**src/hw/amber_bus_pkg.sv**
```systemverilog
// Shared definitions for the two-master Wishbone bus fabric
// Bus widths, slave map, peripheral register offsets and the
// address view used by the decoder and the peripherals
package amber_bus_pkg;

    // ----------------------------------------------------------------------
    // Bus widths
    // ----------------------------------------------------------------------
    localparam int WB_DWIDTH = 32;
    localparam int WB_SWIDTH = 4;
    localparam int WB_AWIDTH = 32;

    // Slave index lives in address bits 31:28
    localparam int SLV_IDX_W = 4;
    localparam logic [SLV_IDX_W-1:0] SLV_BOOT_MEM = 4'd0;
    localparam logic [SLV_IDX_W-1:0] SLV_TIMER    = 4'd1;
    localparam logic [SLV_IDX_W-1:0] SLV_IRQ_CTRL = 4'd2;

    // Boot memory, cut down to 256 words
    localparam int BOOT_MEM_WORDS = 256;
    localparam int BOOT_MEM_AW    = $clog2(BOOT_MEM_WORDS);

    // ----------------------------------------------------------------------
    // Register word offsets, address bits 11:2
    // ----------------------------------------------------------------------
    localparam int OFFSET_W = 10;
    localparam logic [OFFSET_W-1:0] TIMER_LOAD  = 10'd0;
    localparam logic [OFFSET_W-1:0] TIMER_VALUE = 10'd1;
    localparam logic [OFFSET_W-1:0] TIMER_CTRL  = 10'd2;
    localparam logic [OFFSET_W-1:0] TIMER_CLEAR = 10'd3;

    localparam logic [OFFSET_W-1:0] IRQ_STATUS       = 10'd0;
    localparam logic [OFFSET_W-1:0] IRQ_RAW          = 10'd1;
    localparam logic [OFFSET_W-1:0] IRQ_ENABLE_SET   = 10'd2;
    localparam logic [OFFSET_W-1:0] IRQ_ENABLE_CLEAR = 10'd3;

    // Bit 0 timer, bits 2:1 external lines
    localparam int IRQ_SRC_W = 3;

    // One address word, seen whole or split into fields
    typedef union packed {
        logic [WB_AWIDTH-1:0] word;
        struct packed {
            logic [SLV_IDX_W-1:0] slv_idx;
            logic [15:0]          unused;
            logic [OFFSET_W-1:0]  offset;
            logic [1:0]           byte_off;
        } fields;
    } bus_addr_u;

endpackage

```
**src/hw/timer_module.sv**
```systemverilog
// Reloading down-counter timer
// Counts from the load value to zero, raises a sticky interrupt
// flag and reloads; the flag is cleared through a register write
`timescale 1ns/1ps

module timer_module import amber_bus_pkg::*; (
    input  logic                 i_clk,
    input  logic                 i_arst_n,
    input  logic [WB_AWIDTH-1:0] i_adr,
    input  logic                 i_we,
    input  logic [WB_DWIDTH-1:0] i_dat,
    input  logic                 i_stb,
    output logic [WB_DWIDTH-1:0] o_dat,
    output logic                 o_ack,
    output logic                 o_timer_int
);

    bus_addr_u            adr_u;
    logic                 access;
    logic                 wr_en;
    logic [WB_DWIDTH-1:0] load_q;
    logic [WB_DWIDTH-1:0] value_q;
    logic                 enable_q;
    logic                 expire;

    assign adr_u.word = i_adr;
    assign access     = i_stb && !o_ack;
    assign wr_en      = access && i_we;
    assign expire     = enable_q && (value_q == '0);

    // ----------------------------------------------------------------------
    // Counter and control registers
    // ----------------------------------------------------------------------
    always_ff @(posedge i_clk or negedge i_arst_n) begin
        if (!i_arst_n) begin
            load_q      <= '0;
            value_q     <= '0;
            enable_q    <= 1'b0;
            o_timer_int <= 1'b0;
            o_ack       <= 1'b0;
        end else begin
            o_ack <= access;
            // Count down, reload at zero
            if (expire) begin
                value_q <= load_q;
            end else if (enable_q) begin
                value_q <= value_q - 1'b1;
            end
            if (wr_en && adr_u.fields.offset == TIMER_LOAD) begin
                load_q  <= i_dat;
                value_q <= i_dat;
            end
            if (wr_en && adr_u.fields.offset == TIMER_CTRL) begin
                enable_q <= i_dat[0];
            end
            // A new expiry wins over a clear in the same cycle
            if (expire) begin
                o_timer_int <= 1'b1;
            end else if (wr_en && adr_u.fields.offset == TIMER_CLEAR) begin
                o_timer_int <= 1'b0;
            end
        end
    end

    // Read data
    always_ff @(posedge i_clk) begin
        if (access) begin
            case (adr_u.fields.offset)
                TIMER_LOAD:  o_dat <= load_q;
                TIMER_VALUE: o_dat <= value_q;
                TIMER_CTRL:  o_dat <= {{(WB_DWIDTH-1){1'b0}}, enable_q};
                default:     o_dat <= '0;
            endcase
        end
    end

endmodule

```
**config.mk**
```make
export PLATFORM = sky130hd
export DESIGN_NAME = timer_module
export DESIGN_NICKNAME = d
export VERILOG_FILES = /design/src/hw/amber_bus_pkg.sv /design/src/hw/timer_module.sv
export SDC_FILE = /design/constraint.sdc
export NUM_CORES = 1
export LEC_CHECK = 0
export BUFFER_PORTS_ARGS = -buffer_cell sky130_fd_sc_hd__buf_4
export CELL_PAD_IN_SITES_DETAIL_PLACEMENT = 2
export CELL_PAD_IN_SITES_GLOBAL_PLACEMENT = 2
export CORE_UTILIZATION = 36
export CTS_BUF_LIST = sky130_fd_sc_hd__clkbuf_4 sky130_fd_sc_hd__clkbuf_8 sky130_fd_sc_hd__clkbuf_16
export CTS_CLUSTER_SIZE = 25
export DETAILED_ROUTE_END_ITERATION = 10
export PLACE_DENSITY_LB_ADDON = 0.1
export RECOVER_POWER = 100
export SETUP_SLACK_MARGIN = 0.05
export SYNTH_ARGS = -nofsm -noshare
export SYNTH_HDL_FRONTEND = slang
export SYNTH_SLANG_ARGS = --single-unit
```
**constraint.sdc**
```tcl
create_clock -name i_clk -period 4.1 [get_ports i_clk]
set_clock_uncertainty 0.15 [all_clocks]
set_input_delay 0.205 -clock i_clk [delete_from_list [all_inputs] [get_ports i_clk]]
set_output_delay 0.205 -clock i_clk [all_outputs]
set_load 0.02 [all_outputs]
```
==> results.cfg, run 1 <==
[routing]
drtAntennaViolNets = 0
detail_route.wl_per_cell_um = 20.60
wl_um = 16480
drt_iter0_drc = 184
avgViaCountPerCell = 5.496
drt-pass1-iter-count = 4
vias = 4397
drc_errors = 0

[status]
status = finished, violations left
failed_checks = max-capacitance violations, max-slew violations

[hold_path]
whs_path_depth = 4
min_to = o_timer_int
worstHoldStart = i_adr[3]
min-delay-path-class = in2reg

[placed_design]
numPortBuffers = 79
place_area_um2 = 5753
hpwlAfterDp_um = 10610
gp_congestion = 0.7586

[timing]
fin_setup_tns_ns = 0
max-slew-margin-rel = -0.2067
period_minus_slack_ns = 3.261
setup_violations = 0
slew_violations = 84
worst_slew_pin_slew_ns = 1.810
fmaxAchievable_ghz = 0.3066
rsz0062_at_grt = no
hold_viol = 0
timing.final.crit_share = 0.7955
whs_ns = 0.1639

[grt]
grt_max_degree = 68
grt_pass1_wl_um = 26630
grt.total_usage = 0.2437
grt.overflow.total = 0
first_global_vias = 4891
antenna_found_initial = 0

[clock_tree]
cts-root-buf = clkbuf_16
cts_resized = 0
cts_tree = built
ctsHoldBuffers = 33
clk_latency_ns = 0.35
htreeDepth = 3
cts_setup_buffers = 0
ctsLongestPathBuffers = 2
path_clk_slew_ns = 0.07
cts_sinks = 99
cts_buffers = 9

[run]
cap_violations = 2

[worst_setup_path]
critPathKind = reg2reg
rrSetupSlack_ns = 0.84
r2r_cells = 6
reg2reg_to = value_q[19]
arrival_ns = 3.36
worst-path-stages = 6
crit_path_cell_trace = nor4_1 -> nand3_1 -> clkbuf_1 -> nor4_2 -> o21ai_0 -> o221a_2
r2r_start = value_q[15]
cp_max_fo = 11
path_buf_inv = 1
worst-endpoint-required_ns = 4.20
cp-end-kind = flip-flop
cp-start-kind = flip-flop
slowest_stage = nor4_2
slowest_delay_ns = 1.07
cp_top_family = simple AND/OR/NAND/NOR gates

[finish]
mostFrequentLayoutCell = nand2_1
diodes = 0
syn_to_final_growth_pct = 24.11
fin_area_um2 = 6222
final_cell_mix = 122 x nand2_1, 67 x dfrtp_1, 60 x nor2_1
nets = 688
drive_gt1_frac = 0.1234

[floorplanning]
rows = 42
die_y_um = 120.0
dieArea_um2 = 14400
initial_core_util = 0.3741
io_pins = 102
core-area_um2 = 13400
dieWidth_um = 120.0

[yosys]
async_flop_share = 0.6768
synthesis.nets = 587
synth-seq-cells = 99
synth_area_um2 = 5014
synth_edf_count = 32
yosysSeqAreaShare = 0.5261
ys_types = 53
postSynthCellCount = 518
avgSynthCellArea_um2 = 9.679
synth_flop_cell = dfrtp_1
ys_warn_count = 0

[power_and_ir_drop]
vdd.ir_drop.worst_mv = 0.1639
p_leak_nw = 2.731
powerDensity_nw_per_um2 = 405.5
## registers in the layout, summed over array words and instances (netlist names)
signal and flops:
o_timer_int 1, o_ack 1, value_q 32, o_dat 32, load_q 32, enable_q 1
## how the worst max path moves through the flow
stage | end | startpoint | slack [ns]
CTS | value_q[12] | value_q[15] | 1.10
detailed placement | value_q[12] | value_q[15] | 1.10
global placement | value_q[12] | value_q[15] | 1.17
finish | value_q[19] | value_q[15] | 0.84
floorplan | o_timer_int | o_ack | 1.31
global route | value_q[19] | value_q[15] | 0.54
## worst reg2reg max path, stage by stage (launching register included)
cell      delay [ns]
dfrtp_1         0.45
nor4_1          0.56
nand3_1         0.13
clkbuf_1        0.28
nor4_2          1.07
o21ai_0         0.25
o221a_2         0.28
## power by group
group	leakage (nW)	internal, mW	switching, mW
Combinational	1.40	0.182	0.233
Sequential	1.18	1.10	0.120
Clock	0.152	0.517	0.371
## stage by stage
step                  util  worst slack (ns)  cells  total power, mW
finish              0.4643            0.8385    800            2.523
global route        0.4643            0.5375    800            2.636
CTS                 0.4768             1.095    800            2.564
detailed placement  0.4293             1.105    751            1.643
global placement    0.4293             1.173    751            1.615
floorplan                -             1.307    518            1.464
## cell usage after synthesis (3+ instances only)
| library cell | number | area [um2] |
|---|---|---|
| a21oi_1 | 8 | 40.04 |
| xor2_1 | 4 | 35.03 |
| nand2_1 | 122 | 457.9 |
| clkbuf_1 | 20 | 75.07 |
| and3_1 | 3 | 18.77 |
| dfrtp_1 | 67 | 1677 |
| nor4_1 | 10 | 62.56 |
| nor3_1 | 14 | 70.07 |
| xnor2_1 | 8 | 70.07 |
| or3_1 | 5 | 31.28 |
| nor4_4 | 3 | 63.81 |
| o221ai_1 | 6 | 52.55 |
| or4_1 | 6 | 45.04 |
| buf_2 | 7 | 35.03 |
| o211ai_1 | 3 | 22.52 |
| inv_1 | 5 | 18.77 |
| o21ai_0 | 20 | 100.1 |
| o31ai_1 | 4 | 30.03 |
| a31oi_1 | 11 | 68.82 |
| edfxtp_1 | 32 | 960.9 |
| a22oi_1 | 8 | 60.06 |
| nand3_1 | 8 | 40.04 |
| mux2i_1 | 34 | 340.3 |
| nand3b_1 | 4 | 30.03 |
| o21a_1 | 5 | 37.54 |
| o21ai_1 | 8 | 40.04 |
| nor2_1 | 60 | 225.2 |
## layout make-up
cell class	instances	area, um2
well taps	176	220.2
multi-input cells	384	2198
fillers	1474	7178
clock inverters	3	37.54
flip-flops and latches	99	2638
inverters	5	18.77
clock buffers	13	267.8
repair buffers	120	842.1
## cell families after synthesis
logic type / after synthesis / synth area share
AND/OR/NAND/NOR: 251 / 0.2358
adder cells (fa/ha/maj): 1 / 0.002495
XOR/XNOR: 12 / 0.02096
buffers and inverters: 35 / 0.03319
AO/OA/AOI/OAI: 85 / 0.1106
flip-flops: 99 / 0.5261
multiplexers: 35 / 0.07088
## per-layer routing
layer  global-route usage  vias to the layer above  wire, um
li1                     -                     2034         -
met1               0.2991                     2269      7214
met2               0.4321                       71      8545
met3              0.02899                       23       354
met4              0.09688                        0       362
met5                    0                        -         0
Power figures use the tool's default switching activity.
==> inputs of run 2 (changes only) <==
Settings changed: ABC_AREA set to 1, CORE_UTILIZATION 36 to 28.
Clock period 4.1 ns to 2.7 ns, I/O delays scaled along.
==> results.cfg, run 2 <==
[routing]
drt_iter0_drc = 162
avgViaCountPerCell = 4.779
drc_errors = 0
wl_um = 19500
drt-pass1-iter-count = 4
detail_route.wl_per_cell_um = 17.38
vias = 5362
drtAntennaViolNets = 0

[clock_tree]
ctsLongestPathBuffers = 2
clk_latency_ns = 0.36
htreeDepth = 3
cts_resized = 0
cts_buffers = 9
cts_tree = built
cts-root-buf = clkbuf_16
cts_sinks = 99
path_clk_slew_ns = 0.07

[timing]
rsz0062_at_grt = no
worst_slew_pin_slew_ns = 1.917
setup_violations = 0
period_minus_slack_ns = 2.366
timing.final.crit_share = 0.8764
fin_setup_tns_ns = 0
slew_violations = 68
fmaxAchievable_ghz = 0.4226
max-slew-margin-rel = -0.2779
hold_viol = 0

[worst_setup_path]
worst-endpoint-required_ns = 2.84
crit_path_start = value_q[0]
arrival_ns = 2.50
cp_max_fo = 6
critPathKind = reg2reg
r2r_cells = 9
cp-end-kind = flip-flop
r2r_start = value_q[0]
rrSetupSlack_ns = 0.33
cp-start-kind = flip-flop

[power_and_ir_drop]
p_total_mw = 4.653
comb_power_share = 0.333
powerDensity_nw_per_um2 = 677.4
p_seq_frac = 0.379
p_clk_frac = 0.289
p_leak_nw = 3.384
p_switching_mw = 1.738
vdd.ir_drop.worst_mv = 0.3331
swShare = 0.3735
power.internal_mw = 2.915

[grt]
antenna_found_initial = 0
first_global_vias = 5948
grt_pass1_wl_um = 31760
grt.total_usage = 0.2077
grt.overflow.total = 0
grt_max_degree = 68

[placed_design]
place_inst = 1072
gp_congestion = 0.8700
numPortBuffers = 79
hpwlAfterDp_um = 13770
place_area_um2 = 6400

[floorplanning]
io_pins = 102
core-area_um2 = 18960
dieWidth_um = 142.0
rows = 50
dieArea_um2 = 20150
initial_core_util = 0.2894
die_y_um = 142.0

[yosys]
synth_area_leaders = dfrtp_1 31%, edfxtp_1 18%, nand2_1 15%
async_flop_share = 0.6768
yosysSeqAreaShare = 0.4808
ys_types = 30
avgSynthCellArea_um2 = 7.363
synth_most_common_cell = nand2_1
postSynthCellCount = 745
synth_area_um2 = 5485
synth_flop_cell = dfrtp_1
synth_top_cell_area_share = 0.3057
synth_edf_count = 32
synth_top_cell_by_area = dfrtp_1
synth_common_cells = 216 x nand2_1, 94 x inv_1, 92 x nor2_1, 82 x nand3_1, 67 x dfrtp_1
synth-seq-cells = 99
synthesis.nets = 814
ys_warn_count = 0

[status]
status = finished, violations left
failed_checks = max-capacitance violations, max-slew violations

[finish]
regArea_um2 = 2638
top_regs = load_q: 32 flops, o_dat: 32 flops, value_q: 32 flops
multi_input_area_um2 = 2320
fin_area_um2 = 6869
drive_gt1_frac = 0.09745
fillers = 2309
final_cell_mix = 216 x nand2_1, 95 x inv_1, 93 x nor2_1
final_cell_count_no_fill = 1122
diodes = 0
nets = 926
mostFrequentLayoutCell = nand2_1
syn_to_final_growth_pct = 25.23

[hold_path]
min-delay-path-class = in2reg
worstHoldStart = i_we
whs_path_depth = 5

[run]
cap_violations = 1
## run 2: changes by cell type after synthesis, moves of 32 or more
cell / before / now
inv_1: 5 / 94
nand3_1: 8 / 82
mux2i_1: 34 / 0
o21ai_0: 20 / 56
nand2_1: 122 / 216
nor2_1: 60 / 92
## run 2: through the flow
stage	hold slack, ns	util	worst slack [ns]
2_1_floorplan	-0.3106	-	0.1796
3_5_place_dp	0.2199	0.3376	0.4174
4_1_cts	0.08032	0.3712	0.3972
3_3_place_gp	0.2059	0.3376	0.4897
6_report	0.06311	0.3624	0.3338
5_1_grt	0.1131	0.3624	0.1237
## run 2: worst paths after layout
kind                          endpoint
max                        value_q[31]
max reg2reg                value_q[31]
min in group asynchronous        o_ack
min                           enable_q
min reg2reg                o_timer_int
max in group asynchronous   load_q[23]
## run 2: routing by layer
metal,vias up,track usage,part of all wire
met2,66,0.3739,0.50
met1,2678,0.2556,0.46
met5,-,0,0
li1,2603,-,-
met3,15,0.03096,0.022
met4,0,0.06169,0.012
## run 2: cell families after synthesis
| kind of cell | Yosys count | synth area share |
|---|---|---|
| XOR/XNOR | 8 | 0.01277 |
| AND/OR/NAND/NOR | 413 | 0.3152 |
| flip-flops | 99 | 0.4808 |
| AO/OA/AOI/OAI | 99 | 0.09535 |
| adder cells (fa/ha/maj) | 1 | 0.002281 |
| buffers and inverters | 125 | 0.09352 |
## run 2: layout make-up
cell class	instances	share of cell area
Timing Repair Buffer	130	0.1353
Clock buffer	11	0.03497
Clock inverter	5	0.008015
Inverter	96	0.05264
Tap cell	260	0.04736
Sequential cell	99	0.3840
Multi-Input combinational cell	521	0.3377
## run 2: critical path, cell delays in order, from the launching register on
cell and delay [ns]:
dfrtp_1 0.38, inv_1 0.16, ha_1 0.34, inv_1 0.11
nor2_1 0.37, buf_4 0.24, nand2_1 0.19, nand3_1 0.14
nand2_1 0.06, a21oi_1 0.13
## run 2: repair_timing
item	in CTS	in global routing
setup buffers	0	0
hold buffers	34	0
endpoints found under the hold margin	114	0
## run 2: power groups by stage
stage | Sequential (mW) | Combinational (mW) | Clock [mW]
detailed placement | 1.79 | 1.56 | 0
CTS | 1.76 | 1.61 | 1.39
global route | 1.77 | 1.79 | 1.43
floorplan | 1.77 | 1.01 | 0
finish | 1.76 | 1.55 | 1.34
global placement | 1.78 | 1.51 | 0
==> inputs of run 3 (changes only) <==
Settings changed: PLACE_DENSITY set to 0.74, PLACE_DENSITY_LB_ADDON 0.1 to unset.
==> results.cfg, run 3 (synthesized netlist as in run 2, its figures left out) <==
[timing]
setup_violations = 0
rsz0062_at_grt = no
setup_slack_ns = 0.3437
fin_setup_tns_ns = 0
period_minus_slack_ns = 2.356
hold_viol = 0
slew_violations = 68
fmaxAchievable_ghz = 0.4244
timing.final.crit_share = 0.8727
max-slew-margin-rel = -0.2777
worst_slew_pin_slew_ns = 1.917
whs_ns = 0.01616

[clock_tree]
cts_sinks = 99
cts_tree = built
ctsLongestPathBuffers = 2
htreeDepth = 3
cts_setup_buffers = 0
cts-root-buf = clkbuf_16
path_clk_slew_ns = 0.07
clk_latency_ns = 0.36
cts_buffers = 9

[floorplanning]
initial_core_util = 0.2894
rows = 50
die_y_um = 142.0
dieArea_um2 = 20150
core-area_um2 = 18960
dieWidth_um = 142.0
io_pins = 102

[hold_path]
min-delay-path-class = in2reg
whs_path_depth = 4
worstHoldStart = i_adr[2]

[worst_setup_path]
cp-start-kind = flip-flop
arrival_ns = 2.44
worst-endpoint-required_ns = 2.79
r2r_start = o_ack
crit_path_start = o_ack
r2r_cells = 10
critPathKind = reg2reg
cp-end-kind = flip-flop
cp_max_fo = 19

[routing]
drt-pass1-iter-count = 4
top_layer_used = met4
vias = 5465
wl_met3_um = 521
drt_iter0_drc = 169
detail_route.wl_per_cell_um = 17.36
drtAntennaViolNets = 0
drc_errors = 0
wl_met2_um = 9921
wl_um = 19480
avgViaCountPerCell = 4.871
met1_length_um = 8740

[power_and_ir_drop]
p_seq_frac = 0.384
power.internal_mw = 2.860
p_leak_nw = 3.386
vdd.ir_drop.worst_mv = 0.3327
p_total_mw = 4.577
p_clk_frac = 0.276
p_switching_mw = 1.717
comb_power_share = 0.339
swShare = 0.3751
powerDensity_nw_per_um2 = 668.1

[finish]
drive_gt1_frac = 0.1009
fin_area_um2 = 6850
final_cell_mix = 217 x nand2_1, 94 x inv_1, 93 x nor2_1
top_regs = load_q: 32 flops, o_dat: 32 flops, value_q: 32 flops
syn_to_final_growth_pct = 24.89
mostFrequentLayoutCell = nand2_1
fillers = 2272
diodes = 0
nets = 926

[placed_design]
place_area_um2 = 6395
numPortBuffers = 79
pre_cts_ws_ns = 0.4013
hpwlAfterDp_um = 13850
gp_congestion = 0.8588

[grt]
grt_pass1_wl_um = 31540
grt_max_degree = 68
first_global_vias = 6046
antenna_found_initial = 0
grt.total_usage = 0.2036
grt.overflow.total = 0

[status]
status = finished, violations left
failed_checks = max-capacitance violations, max-slew violations

[run]
cap_violations = 1
## run 3: changes by cell type in the layout (fill, tap and decap cells not counted), sizes merged
cell,change
clkinv,-1
clkinvlp,-2
bufinv,-1
clkbuf,+3
dlygate4sd3,-1
buf,+2
## run 3: final timing paths
path	end	slack, ns
setup / recovery	value_q[25]	0.34
hold / removal	o_timer_int	0.02
setup reg to reg	value_q[25]	0.34
hold reg to reg	o_timer_int	0.36
max in group asynchronous	load_q[25]	0.55
min in group asynchronous	value_q[6]	0.71
## run 3: power groups by stage
| stage | sequential [mW] | clock [mW] | combinational [mW] |
|---|---|---|---|
| after floorplan | 1.77 | 0 | 1.01 |
| after global placement | 1.78 | 0 | 1.49 |
| after detailed placement | 1.79 | 0 | 1.54 |
| after CTS | 1.76 | 1.29 | 1.60 |
| after global routing | 1.77 | 1.35 | 1.75 |
| final | 1.76 | 1.27 | 1.55 |
## run 3: per-stage QoR
step,utilization,std cells
5_1_grt,0.3614,1122
4_1_cts,0.3693,1122
3_5_place_dp,0.3374,1073
2_1_floorplan,-,745
3_3_place_gp,0.3374,1073
6_report,0.3614,1122
## run 3: area by class of cell
type,instances,area (um2),share of cell area
multi-input cells,521,2330,0.3401
clock buffers,15,270.3,0.03945
flip-flops and latches,99,2638,0.3850
clock inverters,1,5.005,0.0007306
well taps,260,325.3,0.04749
repair buffers,130,920.9,0.1344
inverters,96,361.6,0.05279
## run 3: timing repair
action,4_1_cts,5_1_grt
resized for setup,0,0
hold buffers,33,0
endpoints found under the setup margin,0,0
hold endpoints to repair,108,0
## run 3: per-layer routing
metal | up-vias | GRT usage
met1 | 2773 | 0.2512
met2 | 72 | 0.3705
met4 | 0 | 0.06508
met5 | - | 0
li1 | 2604 | -
met3 | 16 | 0.02120
## run 3: critical path, cell delays in order, from the launching register on
cell and delay, ns:
dfrtp_1 0.38, nor2_1 0.18, nand2_1 0.10, inv_1 0.15
nand3_4 0.27, clkbuf_2 0.40, nand2_1 0.18, buf_4 0.22
nand2_1 0.07, nand2_1 0.07, a21oi_1 0.06
